[config.mk]
export PLATFORM = sky130hd
export DESIGN_NAME = hazard_detection
export DESIGN_NICKNAME = d
export VERILOG_FILES = /design/src/lc3b_cfg.svh /design/src/lc3b_types.sv /design/src/hazard_detection.sv
export SDC_FILE = /design/constraint.sdc
export NUM_CORES = 1
export LEC_CHECK = 0
export BUFFER_PORTS_ARGS = -buffer_cell sky130_fd_sc_hd__buf_2
export CAP_MARGIN = 20
export CORE_AREA = 2 2 39 41
export DETAILED_ROUTE_END_ITERATION = 7
export DIE_AREA = 0 0 41 43
export MAX_ROUTING_LAYER = met4
export SYNTH_ARGS = -nofsm -noshare
export SYNTH_HDL_FRONTEND = slang
export SYNTH_SLANG_ARGS = --single-unit
[constraint.sdc]
create_clock -name vclk -period 2.2
set_clock_uncertainty 0.05 [all_clocks]
set_input_delay 0.33 -clock vclk [all_inputs]
set_output_delay 0.33 -clock vclk [all_outputs]
set_load 0.005 [all_outputs]
[src/lc3b_cfg.svh]
`ifndef LC3B_CFG_SVH
`define LC3B_CFG_SVH

// number of 16-bit words in the unified memory.
`define LC3B_MEM_WORDS 512

// cycles from a grant to the response strobe.
`define LC3B_MEM_LAT 3

`endif

[src/lc3b_types.sv]
`default_nettype none

package lc3b_types;

    typedef logic [15:0] lc3b_word;
    typedef logic [8:0]  lc3b_addr;
    typedef logic [2:0]  lc3b_nzp;

    typedef enum logic [3:0] {
        op_br   = 4'b0000,
        op_add  = 4'b0001,
        op_ldb  = 4'b0010,
        op_stb  = 4'b0011,
        op_jsr  = 4'b0100,
        op_and  = 4'b0101,
        op_ldw  = 4'b0110,
        op_stw  = 4'b0111,
        op_rti  = 4'b1000,
        op_not  = 4'b1001,
        op_ldi  = 4'b1010,
        op_sti  = 4'b1011,
        op_jmp  = 4'b1100,
        op_shf  = 4'b1101,
        op_lea  = 4'b1110,
        op_trap = 4'b1111
    } lc3b_opcode;

    typedef enum logic {
        arb_idle,
        arb_busy
    } lc3b_arb_state;

    // a br with nzp 000 is never taken, so it is not a transfer.
    function automatic logic is_control(lc3b_opcode op, lc3b_nzp nzp);
        logic ctrl;
        case (op)
            op_br:                   ctrl = (nzp != 3'b000);
            op_jmp, op_jsr, op_trap: ctrl = 1'b1;
            default:                 ctrl = 1'b0;
        endcase
        return ctrl;
    endfunction

endpackage

`default_nettype wire

[src/hazard_detection.sv]
`timescale 1ns/1ps
`default_nettype none

module hazard_detection (
    input  wire logic                   i_fetch_ready,
    input  wire logic                   i_d_busy,
    input  wire logic                   i_d_done,
    input  wire lc3b_types::lc3b_opcode i_op_id,
    input  wire lc3b_types::lc3b_opcode i_op_ex,
    input  wire lc3b_types::lc3b_opcode i_op_mem,
    input  wire lc3b_types::lc3b_opcode i_op_wb,
    input  wire lc3b_types::lc3b_nzp    i_nzp_id,
    input  wire lc3b_types::lc3b_nzp    i_nzp_ex,
    input  wire lc3b_types::lc3b_nzp    i_nzp_mem,
    input  wire lc3b_types::lc3b_nzp    i_nzp_wb,
    output logic                        o_load,
    output logic                        o_load_pc,
    output logic                        o_control_wb,
    output logic                        o_fetch_en
);
    import lc3b_types::*;

    logic ctrl_id, ctrl_ex, ctrl_mem, ctrl_wb;
    logic data_ok;

    assign ctrl_id  = is_control(i_op_id, i_nzp_id);
    assign ctrl_ex  = is_control(i_op_ex, i_nzp_ex);
    assign ctrl_mem = is_control(i_op_mem, i_nzp_mem);
    assign ctrl_wb  = is_control(i_op_wb, i_nzp_wb);

    assign data_ok = !i_d_busy || i_d_done; // MEM has no access or it has finished.

    // any transfer in flight means the fetched words would be on the wrong path.
    always_comb begin
        o_fetch_en   = !(ctrl_id || ctrl_ex || ctrl_mem || ctrl_wb);
        o_control_wb = ctrl_wb;
    end

    always_comb begin
        o_load    = data_ok && (i_fetch_ready || !o_fetch_en);
        o_load_pc = o_load && i_fetch_ready;
        if (o_control_wb) begin
            o_load_pc = 1'b1; // redirect from WB.
        end
    end

endmodule

`default_nettype wire

After elaboration in Yosys (flattened, before gate mapping)
Cells that the tools add are included.
Storage, ports and cells
  word-level logic and storage cells: 38
  input port bits: 31
  output and inout bits: 4
  flip-flop bits (word level): 0
Operators by class
  reduce and logical (&&, ||, !) cells: 21
  equality and inequality tests: 12
  mux-type cells: 5
Operators by type and width (count)
  == test 4 bit, second input constant: 8
  == test 4 x 3 -> 1 bit, second input constant: 4
  zero test 4 bit: 4
  nonzero test 3 bit: 4
  OR reduction 3 bit: 4
  case mux 1 bit (2 select lines): 4
  logical OR 1 bit: 5
  logical AND 1 bit: 2
  zero test 1 bit: 2
  two-way mux 1 bit: 1

Logic depth before layout (Yosys ltp)
  word-level depth: 10
  depth in mapped cells: 4
  gate-level depth less buffers: 4

Worst setup path before layout
No wires, ideal clock.
  path kind: input port to output port
  start point: in i_nzp_wb[1]
  end point: out o_load
  path buffers: 0
  arrival: 1.362 ns
  data required time: 1.820 ns
  path slack: 0.458 ns
  stages on the path: 4
  path through: or3_1 > a21oi_2 > o31ai_2 > o41a_1
Between the ends
  word-level cells in the longest chain between the ends: 5
RTL lines
  start, declared: RTL line hazard_detection.sv:15  | input wire lc3b_types::lc3b_nzp i_nzp_wb,
  nonzero test 3 bit: RTL line lc3b_types.sv:37  | op_br: ctrl = (nzp != 3'b000);
  case mux 1 bit (2 select lines): RTL line lc3b_types.sv:36  | case (op)
  named net o_control_wb: RTL line hazard_detection.sv:18  | output logic o_control_wb,
  logical OR 1 bit: RTL line hazard_detection.sv:35  | o_fetch_en = !(ctrl_id || ctrl_ex || ctrl_mem || ctrl_wb);
  logical OR 1 bit: RTL line hazard_detection.sv:40  | o_load = data_ok && (i_fetch_ready || !o_fetch_en);
  logical AND 1 bit: RTL line hazard_detection.sv:40
  end, declared: RTL line hazard_detection.sv:16  | output logic o_load,
The timed path passes the listed nets, and every way through them passes these cells.

Worst setup path in the final report
  start point: in i_nzp_wb[1]
  end point: out o_load
Between the ends
  word-level cells in the longest chain between the ends: 5
RTL lines (RTL line)
  nonzero test 3 bit: lc3b_types.sv:37
  case mux 1 bit (2 select lines): lc3b_types.sv:36
  logical OR 1 bit: hazard_detection.sv:35
  logical OR 1 bit: hazard_detection.sv:40
  logical AND 1 bit: hazard_detection.sv:40
Every way passes these cells.

==> metrics.yaml <==
outcome: "completed"
synth_top_area_share_pct: 13.2
hpwl_um: 564
power_frac_seq_pct: 0
firstDrtPassIters: 1
via_count: 314
yosysSeqAreaShare_pct: 0
die-area_sq_mm: 0.00176
grt.overflow.total: 0
via_per_inst: 4.24
seq_cells: 0
switching_share_pct: 40.4
p_leak_nw: 0.187
dpl.cell_count: 74
final_net_count: 91
max-cap-violations: 0
fill_cells: 164
hold_violations: 0
max_slew_margin_pct: 78.7
rsz0062_at_grt: "false"
p_per_area_mw_per_mm2: 173
fin_crit_sh_pct: 88.6
wl_um: 590
setup_viol: 0
drive_gt1_share_pct: 63.8
syn_avg_cell_area_sq_um: 6.58
drt_iter0_markers: 0
ys_warn_count: 0
area_growth_pct: 129
synth_nets: 54
port_buffers: 35
wire_per_inst_um: 7.97
std_cell_rows: 14
yosysMostFrequentCell: "nor3_1"
slew_violations: 0
fin_cells: 74
grt_pass1_vias: 261
crit_path_max_fanout: 4
slowest_stage: "o41a_1"
die_h_um: 43
fin_ws_ps: 252
post-cts-setup-buffers: 0
power_mw: 0.0599
grt_max_degree: 5
critPathMaxStageDelay_ps: 400
die_w_um: 41
crit_type: "in2out"
crit_family: "compound AO/OA/AOI/OAI gates"
place_ws_ps: 242
antenna_found_initial: 0
antenna_left: 0
worst-path-buf-inv: 2
nClkBuffers: 0
diodes: 0
ctsResizeCount: 0
grt_usage_pct: 7.06
tightest_slew_ps: 318
coreArea_sq_mm: 0.00138
combPwrFrac_pct: 100.0
start_util_pct: 10.9
cts_hold_buffers: 0
critPathMostFrequentCell: "buf_2"
gp_congestion: 0.690
yosys-top-cells-area: "nor3_1, nor4_1, nand3_1"
drcViolationCount: 0
end_kind: "primary output"
syn_area_sq_um: 151
holdCritPathClass: "in2out"
synth_area_leader_cell: "nor3_1"
period_needed_ps: 1950
cp.required_ps: 1820
crit_chain: "buf_2 -> or3_1 -> a21oi_2 -> o31ai_2 -> o41a_1 -> buf_2"
regArea_sq_um: 0
yosys-top-cells-count: "nor3_1, nand3_1, nor4_1, o21ai_0"
clkPwrFrac_pct: 0
start_kind: "input pin"
arrival_ps: 1570
max_freq_mhz: 513
ir_drop_mv: 0.0464
switching_power_mw: 0.0242
synthDistinctLibCells: 14
synthCells: 23
multi_input_area_sq_um: 148
grt_pass1_wl_um: 903
setup_tns_ps: 0
ios: 35
p_int_mw: 0.0357
-- cells by family (layout without fill, tap and decap cells) --
group / after synthesis / after routing / share of synthesized area [%]
AO/OA/AOI/OAI: 9 / 9 / 49.6
buffers and inverters: 1 / 36 / 2.48
AND/OR/NAND/NOR: 13 / 13 / 47.9
-- stage by stage --
| step | util [%] | area (sq um) | hold slack [ps] |
|---|---|---|---|
| 2_1_floorplan | - | 151 | 677 |
| 3_3_place_gp | 25.0 | 347 | 890 |
| 3_5_place_dp | 25.0 | 347 | 891 |
| 4_1_cts | 25.0 | 347 | 894 |
| 5_1_grt | 25.0 | 347 | 909 |
| 6_report | 25.0 | 347 | 892 |
-- layout by cell type, fill, tap and decap left out --
master    synthesis  routed
or3_1             1       1
buf_2             0      35
o31ai_2           1       1
nand4_1           1       1
nor4_1            3       3
inv_1             1       1
o41a_1            1       1
o21ai_0           3       3
nand2b_1          1       1
a2111o_1          1       1
a22o_1            1       1
a21o_1            1       1
nor3_1            4       4
a21oi_2           1       1
nand3_1           3       3
-- power by group through the flow --
stage          registers, mW  clock network [mW]  logic (mW)
3_3_place_gp               0                   0      0.0598
2_1_floorplan              0                   0      0.0208
4_1_cts                    0                   0      0.0610
3_5_place_dp               0                   0      0.0606
5_1_grt                    0                   0      0.0679
6_report                   0                   0      0.0599
-- layer usage --
layer	share of wire [%]	track usage (%)
met2	48	13.4
met3	14	0
met5	0	-
met1	38	8.23
met4	0	0
-- worst paths after layout --
check	depth (start not counted)	from	slack, ps	endpoint
min	3	i_fetch_ready	890	o_load_pc
max	6	i_nzp_wb[1]	250	o_load
-- cell type report --
cell class	count	area share, %
Timing Repair Buffer	35	50.5
Tap cell	16	5.78
Multi-Input combinational cell	22	42.6
Inverter	1	1.08
(Power assumes the default switching activity.)
