<file path="config.mk">
export PLATFORM = sky130hd
export DESIGN_NAME = fetch_unit
export DESIGN_NICKNAME = d
export VERILOG_FILES = /design/src/lc3b_cfg.svh /design/src/lc3b_types.sv /design/src/fetch_unit.sv
export SDC_FILE = /design/constraint.sdc
export NUM_CORES = 1
export LEC_CHECK = 0
export ABC_AREA = 1
export BUFFER_PORTS_ARGS = -buffer_cell sky130_fd_sc_hd__buf_2
export CAP_MARGIN = 30
export CORE_AREA = 3 3 63 65
export CTS_CLUSTER_SIZE = 28
export DETAILED_ROUTE_END_ITERATION = 16
export DIE_AREA = 0 0 66 68
export SLEW_MARGIN = 15
export SYNTH_ARGS = -nofsm -noshare
export SYNTH_HDL_FRONTEND = slang
export SYNTH_SLANG_ARGS = --single-unit
</file>
<file path="constraint.sdc">
create_clock -name clk -period 3.07 [get_ports clk]
set_input_delay 0.7675 -clock clk [delete_from_list [all_inputs] [get_ports clk]]
set_output_delay 0.7675 -clock clk [all_outputs]
set_load 0.02 [all_outputs]
</file>
<file path="src/lc3b_cfg.svh">
`ifndef LC3B_CFG_SVH
`define LC3B_CFG_SVH

// number of 16-bit words in the unified memory.
`define LC3B_MEM_WORDS 512

// cycles from a grant to the response strobe.
`define LC3B_MEM_LAT 3

`endif

</file>
<file path="src/lc3b_types.sv">
`default_nettype none

package lc3b_types;

    typedef logic [15:0] lc3b_word;
    typedef logic [8:0]  lc3b_addr;
    typedef logic [2:0]  lc3b_nzp;

    typedef enum logic [3:0] {
        op_br   = 4'b0000,
        op_add  = 4'b0001,
        op_ldb  = 4'b0010,
        op_stb  = 4'b0011,
        op_jsr  = 4'b0100,
        op_and  = 4'b0101,
        op_ldw  = 4'b0110,
        op_stw  = 4'b0111,
        op_rti  = 4'b1000,
        op_not  = 4'b1001,
        op_ldi  = 4'b1010,
        op_sti  = 4'b1011,
        op_jmp  = 4'b1100,
        op_shf  = 4'b1101,
        op_lea  = 4'b1110,
        op_trap = 4'b1111
    } lc3b_opcode;

    typedef enum logic {
        arb_idle,
        arb_busy
    } lc3b_arb_state;

    // a br with nzp 000 is never taken, so it is not a transfer.
    function automatic logic is_control(lc3b_opcode op, lc3b_nzp nzp);
        logic ctrl;
        case (op)
            op_br:                   ctrl = (nzp != 3'b000);
            op_jmp, op_jsr, op_trap: ctrl = 1'b1;
            default:                 ctrl = 1'b0;
        endcase
        return ctrl;
    endfunction

endpackage

`default_nettype wire

</file>
<file path="src/fetch_unit.sv">
`timescale 1ns/1ps
`default_nettype none

module fetch_unit (
    input  wire logic                 clk,
    input  wire logic                 i_rst,
    input  wire logic                 i_fetch_en,
    input  wire logic                 i_load_pc,
    input  wire logic                 i_redirect,
    input  wire lc3b_types::lc3b_addr i_target,
    output logic                      o_req,
    output lc3b_types::lc3b_addr      o_addr,
    input  wire logic                 i_resp,
    input  wire lc3b_types::lc3b_word i_rdata,
    output logic                      o_buf_valid,
    output lc3b_types::lc3b_word      o_buf_instr,
    output lc3b_types::lc3b_addr      o_buf_pc
);
    import lc3b_types::*;

    lc3b_addr pc;
    logic     outstanding;
    logic     stale; // the outstanding fetch was overtaken by a redirect.
    logic     buf_valid;
    lc3b_word buf_instr;
    logic     keep_resp;

    assign o_req     = i_fetch_en && !outstanding && !buf_valid;
    assign o_addr    = pc;
    assign keep_resp = i_resp && !stale && !i_redirect;

    always_ff @(posedge clk) begin
        if (i_rst) begin
            pc          <= '0;
            outstanding <= 1'b0;
            stale       <= 1'b0;
            buf_valid   <= 1'b0;
        end else begin
            if (o_req) begin
                outstanding <= 1'b1;
            end else if (i_resp) begin
                outstanding <= 1'b0;
            end
            if (i_redirect) begin
                pc        <= i_target;
                buf_valid <= 1'b0;
                stale     <= outstanding && !i_resp;
            end else begin
                if (i_load_pc) begin
                    pc        <= pc + 9'd1; // buffered word moves into ID.
                    buf_valid <= 1'b0;
                end
                if (i_resp) begin
                    stale <= 1'b0;
                end
                if (keep_resp) begin
                    buf_valid <= 1'b1;
                end
            end
        end
    end

    always_ff @(posedge clk) begin
        if (keep_resp) begin
            buf_instr <= i_rdata;
        end
    end

    assign o_buf_valid = buf_valid;
    assign o_buf_instr = buf_instr;
    assign o_buf_pc    = pc; // pc only steps once the buffer is consumed.

endmodule

`default_nettype wire

</file>
* After elaboration in Yosys (flattened, before gate mapping)
Index checks and enable logic that the tools add are counted.
** Storage, ports and cells
- Bits in registers :: 28
- Output and inout port bits :: 36
- Word-level logic and storage cells :: 28
** Cells by class
- Add/subtract/negate cells :: 1
- Muxes and demuxes :: 7
- Reductions and logical operators :: 15
** Operators with widths (number)
- 9-bit 2-to-1 mux :: 2
- 9-bit by 1-bit adder with 9-bit output (second input constant) :: 1
- 2-bit nonzero test :: 4
- 1-bit logical AND :: 5
- 1-bit logical NOT :: 5
- 1-bit 2-to-1 mux :: 5
- 2-bit OR reduction :: 1

* Longest topological paths before layout
- Word-level depth :: 4
- Mapped depth :: 7
- Mapped depth without buffers :: 7

* Worst setup path before layout
Ideal clock, no wire load.
- Path kind :: input-to-reg
- Start point :: in i_resp
- End point :: reg buf_instr[0] (netlist: o_buf_instr[0]) (enable)
- Setup time :: 412 ps
- Data arrival time :: 1992 ps
- Setup slack :: 666 ps
- Stages on the path :: 2
- Cell sequence :: inv_1 nor3_1
** Between the ends
- Cells in the longest elaborated chain, start to end :: 2
** Ends and longest elaborated chain
- start: declaration :: line fetch_unit.sv:13 : input wire logic i_resp,
- 1-bit logical AND (2 in a row) :: line fetch_unit.sv:30 : assign keep_resp = i_resp && !stale && !i_redirect;
- via keep_resp :: line fetch_unit.sv:26 : logic keep_resp;
- end signal: assignment :: line fetch_unit.sv:65 : buf_instr <= i_rdata;
- end: declaration :: line fetch_unit.sv:25 : lc3b_word buf_instr;
The timed path passes the listed nets, and every way through them passes these cells.
A chain may end at the register's enable or synchronous reset.

* Worst setup path after layout
- Start point :: in i_fetch_en
- End point :: out o_req
** Between the ends
- Cells in the longest elaborated chain, start to end :: 2
** Ends and longest elaborated chain
- start: declaration :: line fetch_unit.sv:7 : input wire logic i_fetch_en,
- 1-bit logical AND (2 in a row) :: line fetch_unit.sv:28 : assign o_req = i_fetch_en && !outstanding && !buf_valid;
- end: declaration :: line fetch_unit.sv:11 : output logic o_req,
Every way passes these cells.

==> results.yml <==
run_status:
  outcome: "finished clean"
route:
  first_pass_iters: 2
  dr_total_vias: 1004
  ant_nets: 0
  drc: 0
  via_per_inst: 4.44
  drt-total-wl_mm: 2.58
  drt_iter0_markers: 36
  wire_per_inst_um: 11.4
sta:
  final.min_clock_period_ps: 1940
  finalSetupViolations: 0
  finalCritPeriodShare_pct: 63.2
  slew_headroom_pct: 77.9
  slew_violations: 0
  rsz0062_at_grt: "false"
  fin_tns_setup_ps: 0
  hold_violations: 0
  worst_slew_pin_slew_ps: 331
  fin_worst_skew_ps: 2.21
  fmax_mhz: 516
worst_setup_path:
  endpoint_kind: "primary output"
  reg2reg_slack_ps: 1830
  crit_fanout: 2
  critPathLaunchType: "primary input"
  required_ps: 2300
  worst-setup-path-type: "in2out"
  arrival_ps: 1170
pwr:
  total_power_mw: 0.691
  p_per_area_nw_per_um2: 448
  ir_drop_uv: 178
  p_leak_nw: 0.711
floorplanning:
  die_y_um: 68
  fp-row-count: 21
  core-area_um2: 3390
  initial_core_util_pct: 35.3
  dieArea_um2: 4490
  fp.dieW_um: 66
  ios: 67
logic_synthesis:
  synth_common_cells: "18 x nand2_1, 16 x edfxtp_1, 12 x dfxtp_1, 11 x a21oi_1, 11 x inv_1"
  ys_seq_elements: 28
  seq_area_frac_synth_pct: 60.3
  yosys.area.top_type: "edfxtp_1"
  syn_inst: 120
  synth_area_leaders: "edfxtp_1 40%, dfxtp_1 20%, buf_4 6.3%"
  netlist_area_um2: 1200
  synth-edff-count: 16
  yosysUniqueCellTypes: 20
  synth-main-ff-cell: "edfxtp_1"
  netlist.area_leader.share_pct: 40.2
  synth_most_common_cell: "nand2_1"
  yosysWarningCount: 0
  synth.avg_cell_area_um2: 9.97
  mappedNetlistNets: 152
  async_flop_share_pct: 0
clock_tree:
  cts_buffer_depth: 2
  cts_tree: "done"
  cts.sinks: 28
  clk_latency_ps: 310
  cts_buffers: 3
  cts_max_level: 1
  cts_resized: 0
  clk_pin_slew_ps: 130
  cts-root-buf: "clkbuf_4"
  post_cts_buffers: 0
  cts_hold_buf: 0
grt:
  antenna_found_initial: 0
  grt_first_pass_wirelength_mm: 3.92
  grt_util_all_layers_pct: 11.3
  grt_overflow: 0
  grt_pass1_vias: 926
  grt_max_degree: 17
cells_and_area:
  nNetsFinal: 213
  drive_above_1_share_pct: 43.3
  syn2layout_area_growth_pct: 29.0
  antenna_cells: 0
placement:
  gp_congestion: 0.836
  io_buffers: 66
  hpwl_mm: 2.02
job:
  maxCapViolations: 0
worst_hold_path:
  hold_class: "reg2reg"
==> worst max-delay path: stages <==
cell,delay [ps]
buf_2,80
nand2_1,40
nor2_1,110
buf_2,180
==> flip-flops by register name (all words and copies together) (netlist names) <==
register and count:
o_buf_valid 1, o_addr 9, o_buf_instr 16, stale 1, outstanding 1
==> layout by cell type (no fill, tap or decap), types with 3 or more instances in the layout <==
cell type and instances:
buf_2 66, nand2_1 18, edfxtp_1 16, dfxtp_1 12, inv_1 11, a21oi_1 11
nand3_1 9, nor2_1 7, a22oi_1 6, o21ai_0 4, nor2_2 3, clkbuf_4 3
==> layout make-up <==
class	instances	area [um2]
sequential	28	721
fill	345	1850
inverter	13	48.8
tap	46	57.6
timing repair buffer	67	338
multi-input combinational	68	352
clock buffer	4	26.3
==> per-layer routing <==
layer  up-vias  share of wire, %  track usage (%)
li1        518                 -                -
met1       434                42             13.3
met2        50                46             20.7
met3         2                11             2.46
met4         0              0.39             3.05
met5         -                 0                0
==> kinds of logic (layout without fill, tap and decap cells) <==
family / count (synthesis) / count (layout) / synth area share, %
flip-flops: 28 / 28 / 60.3
buffers and inverters: 24 / 84 / 10.8
AND/OR/NAND/NOR: 42 / 42 / 15.5
AO/OA/AOI/OAI: 24 / 24 / 11.7
XOR/XNOR: 1 / 1 / 0.732
adder cells (fa/ha/maj): 1 / 1 / 1.05
==> power by group <==
| group | internal [mW] | leakage [nW] | total [mW] | switching, mW |
|---|---|---|---|---|
| registers | 0.416 | 0.249 | 0.430 | 0.0139 |
| clock network | 0.0506 | 0.0150 | 0.146 | 0.0951 |
| logic | 0.0433 | 0.447 | 0.115 | 0.0715 |
==> final timing paths <==
check,end,depth (start not counted),start
worst max register to register,o_addr[6]$_SDFFE_PP0P_,7,o_addr[0]$_SDFFE_PP0P_
worst min register to register,stale$_SDFFE_PP0P_,2,outstanding$_SDFFE_PP0P_
worst max-delay path,o_req,4,i_fetch_en
worst min-delay path,stale$_SDFFE_PP0P_,2,outstanding$_SDFFE_PP0P_
==> metrics by stage <==
| stage | cells | util [%] | hold slack [ps] | instance area, um2 | setup WS [ps] |
|---|---|---|---|---|---|
| after floorplan | 120 | - | 444 | 1200 | 666 |
| after global placement | 222 | 44.7 | 462 | 1520 | 1140 |
| after detailed placement | 222 | 44.7 | 464 | 1520 | 1130 |
| after CTS | 226 | 45.5 | 485 | 1540 | 1130 |
| after global routing | 226 | 45.5 | 509 | 1540 | 1090 |
| final | 226 | 45.5 | 484 | 1540 | 1130 |
Power figures use the tool's default switching activity.
