$ cat src/lc3b_cfg.svh
`ifndef LC3B_CFG_SVH
`define LC3B_CFG_SVH

// number of 16-bit words in the unified memory.
`define LC3B_MEM_WORDS 512

// cycles from a grant to the response strobe.
`define LC3B_MEM_LAT 3

`endif

$ cat src/lc3b_types.sv
`default_nettype none

package lc3b_types;

    typedef logic [15:0] lc3b_word;
    typedef logic [8:0]  lc3b_addr;
    typedef logic [2:0]  lc3b_nzp;

    typedef enum logic [3:0] {
        op_br   = 4'b0000,
        op_add  = 4'b0001,
        op_ldb  = 4'b0010,
        op_stb  = 4'b0011,
        op_jsr  = 4'b0100,
        op_and  = 4'b0101,
        op_ldw  = 4'b0110,
        op_stw  = 4'b0111,
        op_rti  = 4'b1000,
        op_not  = 4'b1001,
        op_ldi  = 4'b1010,
        op_sti  = 4'b1011,
        op_jmp  = 4'b1100,
        op_shf  = 4'b1101,
        op_lea  = 4'b1110,
        op_trap = 4'b1111
    } lc3b_opcode;

    typedef enum logic {
        arb_idle,
        arb_busy
    } lc3b_arb_state;

    // a br with nzp 000 is never taken, so it is not a transfer.
    function automatic logic is_control(lc3b_opcode op, lc3b_nzp nzp);
        logic ctrl;
        case (op)
            op_br:                   ctrl = (nzp != 3'b000);
            op_jmp, op_jsr, op_trap: ctrl = 1'b1;
            default:                 ctrl = 1'b0;
        endcase
        return ctrl;
    endfunction

endpackage

`default_nettype wire

$ cat src/mem_arbiter.sv
`timescale 1ns/1ps
`default_nettype none

module mem_arbiter (
    input  wire logic                 clk,
    input  wire logic                 i_rst,
    input  wire logic                 i_f_req,
    input  wire lc3b_types::lc3b_addr i_f_addr,
    output logic                      o_f_resp,
    output lc3b_types::lc3b_word      o_f_rdata,
    input  wire logic                 i_d_req,
    input  wire logic                 i_d_we,
    input  wire lc3b_types::lc3b_addr i_d_addr,
    input  wire lc3b_types::lc3b_word i_d_wdata,
    output logic                      o_d_resp,
    output lc3b_types::lc3b_word      o_d_rdata,
    output logic                      o_m_req,
    output logic                      o_m_we,
    output lc3b_types::lc3b_addr      o_m_addr,
    output lc3b_types::lc3b_word      o_m_wdata,
    input  wire logic                 i_m_resp,
    input  wire lc3b_types::lc3b_word i_m_rdata
);
    import lc3b_types::*;

    lc3b_arb_state state;
    logic          owner_d; // current grant belongs to the data side.
    logic          f_pend, d_pend;
    lc3b_addr      f_addr_q, d_addr_q;
    logic          d_we_q;
    lc3b_word      d_wdata_q;
    logic          f_want, d_want;
    logic          grant_f, grant_d;
    lc3b_addr      f_addr_sel, d_addr_sel;

    assign f_want     = i_f_req || f_pend;
    assign d_want     = i_d_req || d_pend;
    assign f_addr_sel = i_f_req ? i_f_addr : f_addr_q;
    assign d_addr_sel = i_d_req ? i_d_addr : d_addr_q;

    assign grant_d = (state == arb_idle) && d_want; // data side wins a tie.
    assign grant_f = (state == arb_idle) && !d_want && f_want;

    assign o_m_req   = grant_d || grant_f;
    assign o_m_we    = grant_d && (i_d_req ? i_d_we : d_we_q);
    assign o_m_addr  = grant_d ? d_addr_sel : f_addr_sel;
    assign o_m_wdata = i_d_req ? i_d_wdata : d_wdata_q;

    assign o_f_resp  = i_m_resp && (state == arb_busy) && !owner_d;
    assign o_d_resp  = i_m_resp && (state == arb_busy) && owner_d;
    assign o_f_rdata = i_m_rdata;
    assign o_d_rdata = i_m_rdata;

    always_ff @(posedge clk) begin
        if (i_rst) begin
            state   <= arb_idle;
            owner_d <= 1'b0;
            f_pend  <= 1'b0;
            d_pend  <= 1'b0;
        end else begin
            f_pend <= f_want && !grant_f;
            d_pend <= d_want && !grant_d;
            case (state)
                arb_idle: begin
                    if (o_m_req) begin
                        state   <= arb_busy;
                        owner_d <= grant_d;
                    end
                end
                arb_busy: begin
                    if (i_m_resp) begin
                        state <= arb_idle;
                    end
                end
                default: state <= arb_idle;
            endcase
        end
    end

    always_ff @(posedge clk) begin
        if (i_f_req) begin
            f_addr_q <= i_f_addr;
        end
        if (i_d_req) begin
            d_addr_q  <= i_d_addr;
            d_we_q    <= i_d_we;
            d_wdata_q <= i_d_wdata;
        end
    end

endmodule

`default_nettype wire

$ cat config.mk
export PLATFORM = sky130hd
export DESIGN_NAME = mem_arbiter
export DESIGN_NICKNAME = d
export VERILOG_FILES = /design/src/lc3b_cfg.svh /design/src/lc3b_types.sv /design/src/mem_arbiter.sv
export SDC_FILE = /design/constraint.sdc
export NUM_CORES = 1
export LEC_CHECK = 0
export BUFFER_PORTS_ARGS = -buffer_cell sky130_fd_sc_hd__buf_2
export CAP_MARGIN = 0
export CORE_ASPECT_RATIO = 0.9
export CORE_MARGIN = 3
export CORE_UTILIZATION = 35
export DETAILED_ROUTE_END_ITERATION = 10
export HOLD_SLACK_MARGIN = 0.06
export PLACE_DENSITY = 0.79
export SLEW_MARGIN = 20
export SYNTH_ARGS = -nofsm -noshare
export SYNTH_HDL_FRONTEND = slang
export SYNTH_SLANG_ARGS = --single-unit
$ cat constraint.sdc
create_clock -name clk -period 2 [get_ports clk]
set_input_delay 0 -clock clk [delete_from_list [all_inputs] [get_ports clk]]
set_output_delay 0 -clock clk [all_outputs]
set_load 0.03 [all_outputs]
; Word-level counts from Yosys, hierarchy flattened
; Cells that the tools add are included.
[word_totals]
ff_bits = 39
latchBits = 0
ramBits = 0
mem_bits_ro = 0
in_bits = 56
out_inout_bits = 61
n_memories = 0
[op_classes]
add_sub_neg = 0
mul = 0
n_div = 0
n_lt_le_gt_ge = 0
n_eq_ne = 0
shift = 0
n_mux = 8
bitwise_logic = 1
n_reduce_logical = 17
[ops]
columns = op, n
row1 = $mux 9, 3
row2 = $mux 16, 1
row3 = $logic_and 1x1->1, 9
row4 = $logic_not 1->1, 4
row5 = $logic_or 1x1->1, 3
row6 = $mux 1, 3
row7 = $pmux 1 s2, 1
row8 = $reduce_and 2->1, 1
row9 = $not 1->1, 1

; Logic depth before layout (Yosys ltp)
[depth]
ltp_word = 7
depth_mapped = 4
depth_no_buf = 2

; Least setup slack after synthesis
; OpenSTA, ideal clock, no wires.
[synth_path]
path_kind = reg2out
from = reg state
to = out o_m_we
arrival_ps = 1127
required_time_ps = 2000
path_slack_ps = 873
stages_incl_launch_ff = 4
n_path_buf = 1
cell_sequence = dfxtp_1 -> o21bai_2 -> buf_6 -> nor2b_1
[synth_between]
elab_chain_cells = 3
[synth_rtl]
columns = item, line_no
row1 = from (decl), mem_arbiter.sv:26  ; lc3b_arb_state state;
row2 = from (signal assigned), mem_arbiter.sv:56  ; state <= arb_idle;
row3 = from (signal assigned), mem_arbiter.sv:66  ; state <= arb_busy;
row4 = from (signal assigned), mem_arbiter.sv:72  ; state <= arb_idle;
row5 = $not 1->1 (no line), -
row6 = $logic_and 1x1->1, mem_arbiter.sv:41  ; assign grant_d = (state == arb_idle) && d_want;
row7 = $logic_and 1x1->1, mem_arbiter.sv:45  ; assign o_m_we = grant_d && (i_d_req ? i_d_we : d_we_q);
row8 = to (decl), mem_arbiter.sv:18  ; output logic o_m_we,
; No other way between the ends.

; Worst setup path after layout
[layout_path]
from = reg d_pend
to = out o_m_addr[6]
[layout_between]
elab_chain_cells = 3
[layout_rtl]
columns = item, line_no
row1 = from (decl), mem_arbiter.sv:28  ; logic f_pend, d_pend;
row2 = from (signal assigned), mem_arbiter.sv:62  ; d_pend <= d_want && !grant_d;
row3 = $logic_or 1x1->1, mem_arbiter.sv:37  ; assign d_want = i_d_req || d_pend;
row4 = $logic_and 1x1->1, mem_arbiter.sv:41
row5 = $mux 9, mem_arbiter.sv:46  ; assign o_m_addr = grant_d ? d_addr_sel : f_addr_sel;
row6 = to (decl), mem_arbiter.sv:19  ; output lc3b_types::lc3b_addr o_m_addr,
; No other way between the ends.

==> flow_metrics.tcl <==
set metrics [dict create \
    syn_avg_cell_area_um2 12.4 \
    cp-endpoint "o_m_addr[6]" \
    seq_area_um2 781 \
    cts-root-buf "clkbuf_8" \
    routed_wirelength_um 3780 \
    start_util_pct 37.1 \
    cts_max_level 2 \
    p_sw_mw 0.611 \
    multiInputGateArea_um2 622 \
    vdd_ir_drop_max_mv 0.506 \
    worstReg2RegEnd "owner_d" \
    dr.pass1.iters 6 \
    area_growth_pct 45.2 \
    core-area_um2 4580 \
    cts_resized 0 \
    worst-path-stages 3 \
    fin_skew_ps 3.38 \
    netlist.area_leader.share_pct 46.1 \
    synthTopCellsByArea "dfxtp_1 (46%), mux2_2 (24%), buf_4 (15%), mux2_4 (7.1%), buf_6 (2.0%)" \
    slew_headroom_pct 46.4 \
    seq_power_share_pct 43.2 \
    seq_area_frac_synth_pct 46.1 \
    io_pins 117 \
    p_leak_nw 1.13 \
    internal_power_mw 1.42 \
    min_from "i_f_req" \
    synth_top_cell_by_area "dfxtp_1" \
    cp-startpoint "d_pend" \
    gr-max-usage-layer "met2" \
    grt_pass1_wl_um 5870 \
    syn_inst 137 \
    slowest_delay_ps 630 \
    yosysWarnings 0 \
    use_met3_pct 3.85 \
    fmax_mhz 546 \
    clock_latency_ps 280 \
    crit_family "compound AO/OA/AOI/OAI gates" \
    use_met1_pct 13.4 \
    status "complete, no violations" \
    ant_nets 0 \
    wl_per_cell_um 12.9 \
    grt_antenna_before_repair 0 \
    synth_nets 193 \
    cts_max_path_buffers 2 \
    fin_ws_ps 168 \
    n_antenna_cell 0 \
    cts.sinks 39 \
    design_area_um2 2460 \
    whs_ps 139 \
    worstSetupStartpointType "flop" \
    ys_ff_latch 39 \
    tightest_slew_ps 803 \
    viasPerCell 4.25 \
    finalCoreUtilization_pct 53.8 \
    drc 0 \
    tritoncts "built" \
    hold_viol_final 0 \
    fp.dieW_um 79.4 \
    hold_class "in2reg" \
    crit_arrival_ps 1830 \
    p_comb_share_pct 28.6 \
    final_nets 285 \
    place_area_um2 1830 \
    netlist_area_um2 1700 \
    r2r_cells 2 \
    numCtsBuffers 5 \
    clkPwrFrac_pct 28.2 \
    row_count 23 \
    worstReg2RegStart "d_pend" \
    rsz0062_at_grt "no" \
    yosysMostFrequentCell "dfxtp_1" \
    die_area_um2 5720 \
    drv_slew 0 \
    dr.first_iter.drc_count 30 \
    grt_pass1_vias 1347 \
    tns_ps 0 \
    worst_ep_required_time_ps 2000 \
    layout-drive-gt1-share_pct 53.0 \
    synth-edff-count 0 \
    power.density_nw_per_um2 827 \
    via_count 1241 \
    grt_util_all_layers_pct 13.5 \
    num-fill-cells 393 \
    critPathSlowestCell "o21bai_2" \
    die_y_um 72.0 \
    grt_max_degree 19 \
    synthFlopType "dfxtp_1" \
    final-setup-viol-count 0 \
    maxCapViolations 0 \
    synth_cell_types 19 \
    hpwl_um 2230 \
    critPathCaptureType "output pin" \
    reg2reg_slack_ps 750 \
    crit_chain "o21bai_2 -> mux2_2 -> buf_2" \
    overflow 0 \
    critPathKind "reg2out" \
    async_flop_share_pct 0 \
    fin_crit_ps 1830 \
    pre_cts_slack_ps 441 \
    gp_congestion 0.663 \
    path_buf_inv 1 \
    cts.reportedPaths.clkPinSlew_ps 70 \
    swShare_pct 30.0 \
    io_buffers 68 \
    cp_max_fo 11 \
    min_period_over_period_pct 91.6 \
    ys_top_cells_by_count "dfxtp_1 (39), mux2_2 (36), buf_4 (34), mux2_4 (8), nor2_1 (4)" \
    use_met2_pct 25.6 \
]
==> flip-flops by register name, indices dropped and copies added, names as in the netlist <==
name       flops
owner_d        1
d_we_q         1
d_pend         1
f_addr_q       9
state          1
d_wdata_q     16
f_pend         1
d_addr_q       9
==> how the worst min path moves through the flow <==
stage                         endpoint  slack, ps  cells after the start
final                           f_pend        140                      3
after global routing            f_pend        190                      3
after CTS                       f_pend        140                      3
after detailed placement  o_f_rdata[6]        0.3                      0
after global placement    o_f_rdata[6]        0.3                      0
after floorplan                 f_pend         70                      1
==> repair_timing <==
item | CTS | global route
setup buffers | 0 | 0
hold endpoints to repair | 71 | 0
hold buffers | 53 | 0
==> metrics by stage <==
stage / total power [mW] / cells
after floorplan: 1.33 / 137
after global placement: 1.31 / 231
after detailed placement: 1.33 / 231
after CTS: 2.08 / 292
after global routing: 2.14 / 292
final: 2.04 / 292
==> routing by layer <==
metal	up-vias	routed length [um]	part of all wire, %
met2	53	2030	54
met5	-	0	0
met1	567	1450	38
li1	615	-	-
met3	6	243	6.4
met4	0	58	1.5
==> worst min-delay path: stages <==
cell and delay, ps:
buf_2 190, nor2_1 130, a211oi_1 50
==> cells in the final DEF, fill, tap and decap left out, types with 4 or more instances in the layout <==
cell,n
buf_2,68
dlygate4sd3_1,53
mux2_2,36
dfxtp_1,39
nor2_1,4
clkbuf_8,7
mux2_4,8
==> cell families after synthesis <==
kind of cell	synth area share, %
AOI/OAI and AO/OA	2.80
DFF	46.1
muxes	31.0
buffers and inverters	17.3
and+or+nand+nor	2.88
==> area by class of cell <==
class                      count  share of cell area (%)
clock buffer                   8                    4.07
inverter                       1                   0.152
multi-input combinational     60                    25.3
sequential                    39                    31.7
tap                           62                    3.15
timing repair buffer         122                    35.7
==> power by group through the flow <==
stage,sequential (mW),clock [mW],combinational [mW]
after detailed placement,0.898,0,0.429
after CTS,0.879,0.609,0.587
final,0.879,0.573,0.583
after global routing,0.887,0.635,0.620
after global placement,0.893,0,0.422
after floorplan,0.890,0,0.441
(Power assumes the default switching activity.)
