$ cat src/lc3b_cfg.svh
`ifndef LC3B_CFG_SVH
`define LC3B_CFG_SVH

// number of 16-bit words in the unified memory.
`define LC3B_MEM_WORDS 512

// cycles from a grant to the response strobe.
`define LC3B_MEM_LAT 3

`endif

$ cat src/lc3b_types.sv
`default_nettype none

package lc3b_types;

    typedef logic [15:0] lc3b_word;
    typedef logic [8:0]  lc3b_addr;
    typedef logic [2:0]  lc3b_nzp;

    typedef enum logic [3:0] {
        op_br   = 4'b0000,
        op_add  = 4'b0001,
        op_ldb  = 4'b0010,
        op_stb  = 4'b0011,
        op_jsr  = 4'b0100,
        op_and  = 4'b0101,
        op_ldw  = 4'b0110,
        op_stw  = 4'b0111,
        op_rti  = 4'b1000,
        op_not  = 4'b1001,
        op_ldi  = 4'b1010,
        op_sti  = 4'b1011,
        op_jmp  = 4'b1100,
        op_shf  = 4'b1101,
        op_lea  = 4'b1110,
        op_trap = 4'b1111
    } lc3b_opcode;

    typedef enum logic {
        arb_idle,
        arb_busy
    } lc3b_arb_state;

    // a br with nzp 000 is never taken, so it is not a transfer.
    function automatic logic is_control(lc3b_opcode op, lc3b_nzp nzp);
        logic ctrl;
        case (op)
            op_br:                   ctrl = (nzp != 3'b000);
            op_jmp, op_jsr, op_trap: ctrl = 1'b1;
            default:                 ctrl = 1'b0;
        endcase
        return ctrl;
    endfunction

endpackage

`default_nettype wire

$ cat src/pipe_stages.sv
`timescale 1ns/1ps
`default_nettype none

module pipe_stages (
    input  wire logic                   clk,
    input  wire logic                   i_rst,
    input  wire logic                   i_advance,
    input  wire logic                   i_take_fetch,
    input  wire lc3b_types::lc3b_word   i_instr,
    input  wire lc3b_types::lc3b_addr   i_pc,
    output lc3b_types::lc3b_opcode      o_op_id,
    output lc3b_types::lc3b_opcode      o_op_ex,
    output lc3b_types::lc3b_opcode      o_op_mem,
    output lc3b_types::lc3b_opcode      o_op_wb,
    output lc3b_types::lc3b_nzp         o_nzp_id,
    output lc3b_types::lc3b_nzp         o_nzp_ex,
    output lc3b_types::lc3b_nzp         o_nzp_mem,
    output lc3b_types::lc3b_nzp         o_nzp_wb,
    output lc3b_types::lc3b_addr        o_target_wb,
    output logic                        o_d_req,
    output logic                        o_d_we,
    output lc3b_types::lc3b_addr        o_d_addr,
    output lc3b_types::lc3b_word        o_d_wdata,
    input  wire logic                   i_d_resp,
    input  wire lc3b_types::lc3b_word   i_d_rdata,
    output logic                        o_mem_busy,
    output logic                        o_d_done,
    output logic                        o_wb_valid,
    output lc3b_types::lc3b_addr        o_wb_pc,
    output lc3b_types::lc3b_word        o_wb_instr,
    output lc3b_types::lc3b_word        o_wb_data
);
    import lc3b_types::*;

    localparam int S_ID  = 0;
    localparam int S_EX  = 1;
    localparam int S_MEM = 2;
    localparam int S_WB  = 3;

    lc3b_word   instr_q [4]; // a bubble is held as all zeros.
    lc3b_addr   pc_q [4];
    logic [3:0] valid_q;
    lc3b_word   mem_data_q, wb_data_q;
    logic       issue_q, done_q;
    lc3b_opcode op_ex;
    logic       flush;

    assign op_ex     = lc3b_opcode'(instr_q[S_EX][15:12]);
    assign o_op_id   = lc3b_opcode'(instr_q[S_ID][15:12]);
    assign o_op_mem  = lc3b_opcode'(instr_q[S_MEM][15:12]);
    assign o_op_wb   = lc3b_opcode'(instr_q[S_WB][15:12]);
    assign o_op_ex   = op_ex;
    assign o_nzp_id  = instr_q[S_ID][11:9];
    assign o_nzp_ex  = instr_q[S_EX][11:9];
    assign o_nzp_mem = instr_q[S_MEM][11:9];
    assign o_nzp_wb  = instr_q[S_WB][11:9];
    assign flush     = is_control(o_op_wb, o_nzp_wb);

    always_ff @(posedge clk) begin
        if (i_rst) begin
            for (int s = 0; s < 4; s++) begin
                instr_q[s] <= '0;
            end
            valid_q <= '0;
            issue_q <= 1'b0;
            done_q  <= 1'b0;
        end else begin
            issue_q <= 1'b0;
            if (i_d_resp) begin
                done_q <= 1'b1;
            end
            if (i_advance) begin
                done_q          <= 1'b0;
                instr_q[S_WB]   <= instr_q[S_MEM];
                valid_q[S_WB]   <= valid_q[S_MEM];
                if (flush) begin
                    instr_q[S_MEM] <= '0;
                    instr_q[S_EX]  <= '0;
                    instr_q[S_ID]  <= '0;
                    valid_q[2:0]   <= 3'b000;
                end else begin
                    instr_q[S_MEM] <= instr_q[S_EX];
                    instr_q[S_EX]  <= instr_q[S_ID];
                    instr_q[S_ID]  <= i_take_fetch ? i_instr : '0;
                    valid_q[2:0]   <= {valid_q[S_EX], valid_q[S_ID], i_take_fetch};
                    issue_q        <= (op_ex == op_ldw) || (op_ex == op_stw);
                end
            end
        end
    end

    always_ff @(posedge clk) begin
        if (i_d_resp) begin
            mem_data_q <= i_d_rdata;
        end
        if (i_advance) begin
            pc_q[S_ID]  <= i_pc;
            pc_q[S_EX]  <= pc_q[S_ID];
            pc_q[S_MEM] <= pc_q[S_EX];
            pc_q[S_WB]  <= pc_q[S_MEM];
            wb_data_q   <= (o_op_mem == op_ldw) ? mem_data_q : '0;
        end
    end

    assign o_d_req     = issue_q;
    assign o_d_we      = (o_op_mem == op_stw);
    assign o_d_addr    = instr_q[S_MEM][8:0];
    assign o_d_wdata   = lc3b_word'(pc_q[S_MEM]); // a store writes its own pc.
    assign o_mem_busy  = (o_op_mem == op_ldw) || (o_op_mem == op_stw);
    assign o_d_done    = done_q;
    assign o_target_wb = instr_q[S_WB][8:0];
    assign o_wb_valid  = valid_q[S_WB] && i_advance;
    assign o_wb_pc     = pc_q[S_WB];
    assign o_wb_instr  = instr_q[S_WB];
    assign o_wb_data   = wb_data_q;

endmodule

`default_nettype wire

$ cat config.mk
export PLATFORM = sky130hd
export DESIGN_NAME = pipe_stages
export DESIGN_NICKNAME = d
export VERILOG_FILES = /design/src/lc3b_cfg.svh /design/src/lc3b_types.sv /design/src/pipe_stages.sv
export SDC_FILE = /design/constraint.sdc
export NUM_CORES = 1
export LEC_CHECK = 0
export BUFFER_PORTS_ARGS = -buffer_cell sky130_fd_sc_hd__buf_2
export CAP_MARGIN = 10
export CORE_ASPECT_RATIO = 1.1
export CORE_MARGIN = 4
export CORE_UTILIZATION = 25
export DETAILED_ROUTE_END_ITERATION = 8
export GPL_TIMING_DRIVEN = 0
export HOLD_SLACK_MARGIN = 0.08
export PLACE_DENSITY_LB_ADDON = 0.2
export SLEW_MARGIN = 20
export SYNTH_ARGS = -nofsm -noshare
export SYNTH_HDL_FRONTEND = slang
export SYNTH_SLANG_ARGS = --single-unit
$ cat constraint.sdc
create_clock -name clk -period 4.6 [get_ports clk]
set_input_delay 0.92 -clock clk [delete_from_list [all_inputs] [get_ports clk]]
set_output_delay 0.92 -clock clk [all_outputs]
set_load 0.005 [all_outputs]
After elaboration in Yosys (flattened, before gate mapping). Memories as Yosys holds them, arrays and structs flattened. Index checks and enable logic that the tools add are counted.

Register bits after elaboration: 38. Memories kept: 2. Output and inout bits: 108. Word-level logic and storage cells: 54. Input port bits: 46. Bits in writable memories: 100.

Bitwise operators: 8. Equal/unequal tests: 7. Multiplexer cells: 24. Reductions and logical operators: 8.

Memories: instr_q (depth 4, bits a word 16, read ports 4, clocked after memory_dff 0, write ports 4, line pipe_stages.sv:40) `lc3b_word instr_q [4];`; pc_q (depth 4, bits a word 9, read ports 4, clocked after memory_dff 0, write ports 4, line pipe_stages.sv:41) `lc3b_addr pc_q [4];`.

Operators by type and width (count): $mux W16 (8); $eq A4 B3 Y1 const B (5); $mux W1 (14); $eq A4 B4 Y1 const B (2); $or A1 B1 Y1 (7); $reduce_or A3 Y1 (2); $logic_not A4 Y1 (1); $mux W3 (1); $reduce_bool A3 Y1 (1); $logic_or A1 B1 Y1 (2); $pmux W1 S2 (1); $reduce_or A2 Y1 (1); $logic_and A1 B1 Y1 (1); $not A1 Y1 (1).

Logic depth before layout (Yosys ltp). An unclocked memory read counts as a cell.

Depth after elaboration: 10. Mapped depth: 5.

Least setup slack after synthesis. OpenSTA, ideal clock, no wires.

Path type: input -> output. From: in i_advance. To: out o_wb_valid. Slack: 1.926 ns. Arrival time: 1.754 ns. Required time: 3.680 ns. Cell stages on the path: 4. Cells stage by stage: clkbuf_1 > buf_2 > buf_1 > and2_1.

Cells in the longest elaborated chain, start to end: 1.

RTL lines: from (decl) (line pipe_stages.sv:7) `input wire logic i_advance,`; $logic_and A1 B1 Y1 (line pipe_stages.sv:112) `assign o_wb_valid = valid_q[S_WB] && i_advance;`; to (decl) (line pipe_stages.sv:28) `output logic o_wb_valid,`.

No other way between the ends.

Worst setup path after layout. Ends and elaborated chain as after synthesis.

==> run_results.csv <==
group,metric,value,unit
status,outcome,"finished clean",
synth,syn_inst,388,
power_and_ir_drop,p_sw,0.000686,W
setup_path,timing.rr.start,"instr_q[3][10]",
clocking,clk_pin_slew,60,ps
power_and_ir_drop,p_seq_frac,0.494,
place,place_area,6470,um^2
layout,multi_input_area,1140,um^2
grt,grt_pass1_vias,3467,
floorplan,start_util,0.257,
layout,diodes,0,
clocking,holdBufCountCts,0,
clocking,insertion_delay,420,ps
setup_path,setup.worst_path.end_class,"output pin",
floorplan,rows,55,
routing,drc_errors,0,
floorplan,ios,154,
layout,regArea,3760,um^2
worst_hold_path,holdCritPathClass,"reg -> reg",
power_and_ir_drop,leakagePower,2.90,nW
sta,grt_setup_unrepaired,"no",
floorplan,die_height,162,um
setup_path,worstSetupStartpoint,"i_advance",
run,max_cap_violations,0,
clocking,cts-buffers-inserted,17,
sta,setup_viol,0,
synth,synth_area,5360,um^2
place,place_congestion,0.705,
sta,post-route-period-util,0.819,
routing,drtIter0Drc,166,
synth,ys_seq_area_frac,0.702,
power_and_ir_drop,vdd_drop_max,0.000228,V
setup_path,critical_path_class,"in -> out",
synth,yosysUniqueCellTypes,29,
power_and_ir_drop,internal-power,0.00218,W
setup_path,crit_arrival,2850,ps
routing,ant_nets,0,
sta,tns,0,ps
grt,track_usage,0.101,
synth,ys_ff_latch,138,
sta,fmax,265,MHz
setup_path,required,3680,ps
sta,clock-skew-final,7.61,ps
synth,yosysWarnings,0,
synth,syn-mean-instance-area,13.8,um^2
grt,grt_max_degree,57,
setup_path,critPathLaunchType,"primary input",
routing,vias,3289,
power_and_ir_drop,swShare,0.239,
grt,antenna_found_initial,0,
floorplan,core_area,20900,um^2
routing,drtPass1Iterations,4,
setup_path,worst-path-max-fanout,56,
floorplan,die_w,148,um
clocking,cts_resized,0,
layout,stdcell_area,7020,um^2
routing,wirelength,11.9,mm
clocking,cts_tree,"done",
power_and_ir_drop,p_comb_frac,0.060,
place,port_buffers,145,
routing,via_per_inst,3.84,
grt,grt_remaining_overflow,0,
sta,whs,417,ps
layout,area_delta_synth_final,31.0,%
layout,nNetsFinal,604,
clocking,clockBufferDepth,2,
routing,wire_per_inst,13.9,um
sta,worstMarginPinSlew,852,ps
grt,grt_pass1_wl,18.6,mm
sta,slew_headroom,0.432,
floorplan,dieArea,23800,um^2
power_and_ir_drop,power_density,409,nW/um^2
place,place_hpwl,8.80,mm
layout,layout-drive-gt1-share,0.450,
worst_hold_path,hp-start,"pc_q[0][5]",
clocking,h-tree-depth,4,
clocking,post_cts_buffers,0,
clocking,clockRootBuffer,"clkbuf_16",
sta,finalHoldViolCount,0,
power_and_ir_drop,power_frac_clock,0.445,
sta,min_period,3770,ps
layout,fill_cells,2084,
sta,finalMaxSlewViolations,0,
clocking,clkSinkCount,138,
==> synth_stat cells, drive strengths merged <==
cell type / n / area (um^2)
nor3: 2 / 10.0
dfxtp: 38 / 761
o31ai: 18 / 231
edfxtp: 100 / 3000
a2111o: 1 / 11.3
nand2: 51 / 191
or2: 1 / 6.26
inv: 18 / 67.6
and2: 34 / 213
clkbuf: 13 / 48.8
nor2: 20 / 75.1
nor3b: 1 / 7.51
nor4: 1 / 6.26
buf: 48 / 365
o32ai: 17 / 149
or3: 1 / 11.3
and4: 1 / 8.76
mux2i: 1 / 10.0
nor2b: 1 / 6.26
or3b: 18 / 158
nand2b: 1 / 6.26
a211o: 1 / 8.76
conb: 1 / 3.75
==> worst paths after layout <==
path,end,slack (ps),cells after the start
max,o_wb_valid,830,6
max reg2reg,instr_q[0][10],2770,5
min,pc_q[1][5],420,0
min reg2reg,pc_q[1][5],420,0
==> sequential cells by signal, indices dropped and copies added, names as in the netlist <==
name	flops
instr_q	64
mem_data_q	16
valid_q	4
o_wb_data	16
o_d_req	1
o_d_done	1
pc_q	36
==> power groups by stage <==
stage          sequential, W  clock [W]  combinational (W)
2_1_floorplan        0.00144          0          0.0000873
3_3_place_gp         0.00145          0           0.000173
3_5_place_dp         0.00145          0           0.000176
4_1_cts              0.00142    0.00132           0.000176
5_1_grt              0.00143    0.00138           0.000192
6_report             0.00142    0.00128           0.000172
==> cell usage in the layout, fill, tap and decap left out, types with 2 or more instances in the layout <==
cell type,synthesis,routed
conb_1,1,7
o31ai_2,11,11
o31ai_4,3,3
inv_1,18,18
nor3_1,2,2
buf_1,2,2
or3b_2,18,18
clkbuf_16,0,17
buf_4,37,38
edfxtp_1,100,100
inv_6,0,7
nand2_1,51,51
clkbuf_1,13,13
buf_2,4,148
clkinvlp_4,0,4
buf_6,4,4
nor2_1,20,20
o31ai_1,4,4
inv_8,0,3
and2_1,34,34
o32ai_1,17,17
dfxtp_1,38,38
==> stage by stage <==
stage	cells	setup WS (ps)	util	total power (W)
3_5_place_dp	824	848	0.310	0.00162
3_3_place_gp	824	513	0.310	0.00162
2_1_floorplan	394	1930	-	0.00153
6_report	856	831	0.337	0.00287
5_1_grt	856	668	0.337	0.00299
4_1_cts	856	838	0.337	0.00291
==> kinds of logic after synthesis <==
kind of cell    share of synthesized area
compound gates                     0.0747
simple gates                        0.131
other cells                      0.000700
buf+inv                            0.0899
flops                               0.702
mux                               0.00187
==> layer usage <==
| metal | GRT usage | up-vias | part of all wire |
|---|---|---|---|
| met4 | 0.0504 | 0 | 0.024 |
| li1 | - | 1658 | - |
| met3 | 0.0272 | 20 | 0.049 |
| met1 | 0.117 | 1519 | 0.42 |
| met2 | 0.171 | 92 | 0.51 |
| met5 | 0 | - | 0 |
==> worst max-delay path, cell delays in order <==
cell and delay, ps:
buf_4 530, clkbuf_1 360, buf_2 280, buf_1 360
and2_1 240, buf_2 130
==> final cells by class <==
class,instances,area share
Clock buffer,17,0.0606
Sequential cell,138,0.536
Timing Repair Buffer,145,0.104
Inverter,18,0.00962
Tap cell,285,0.0508
Clock inverter,15,0.0185
Buffer,61,0.0590
Multi-Input combinational cell,177,0.162
(Power assumes the default switching activity.)
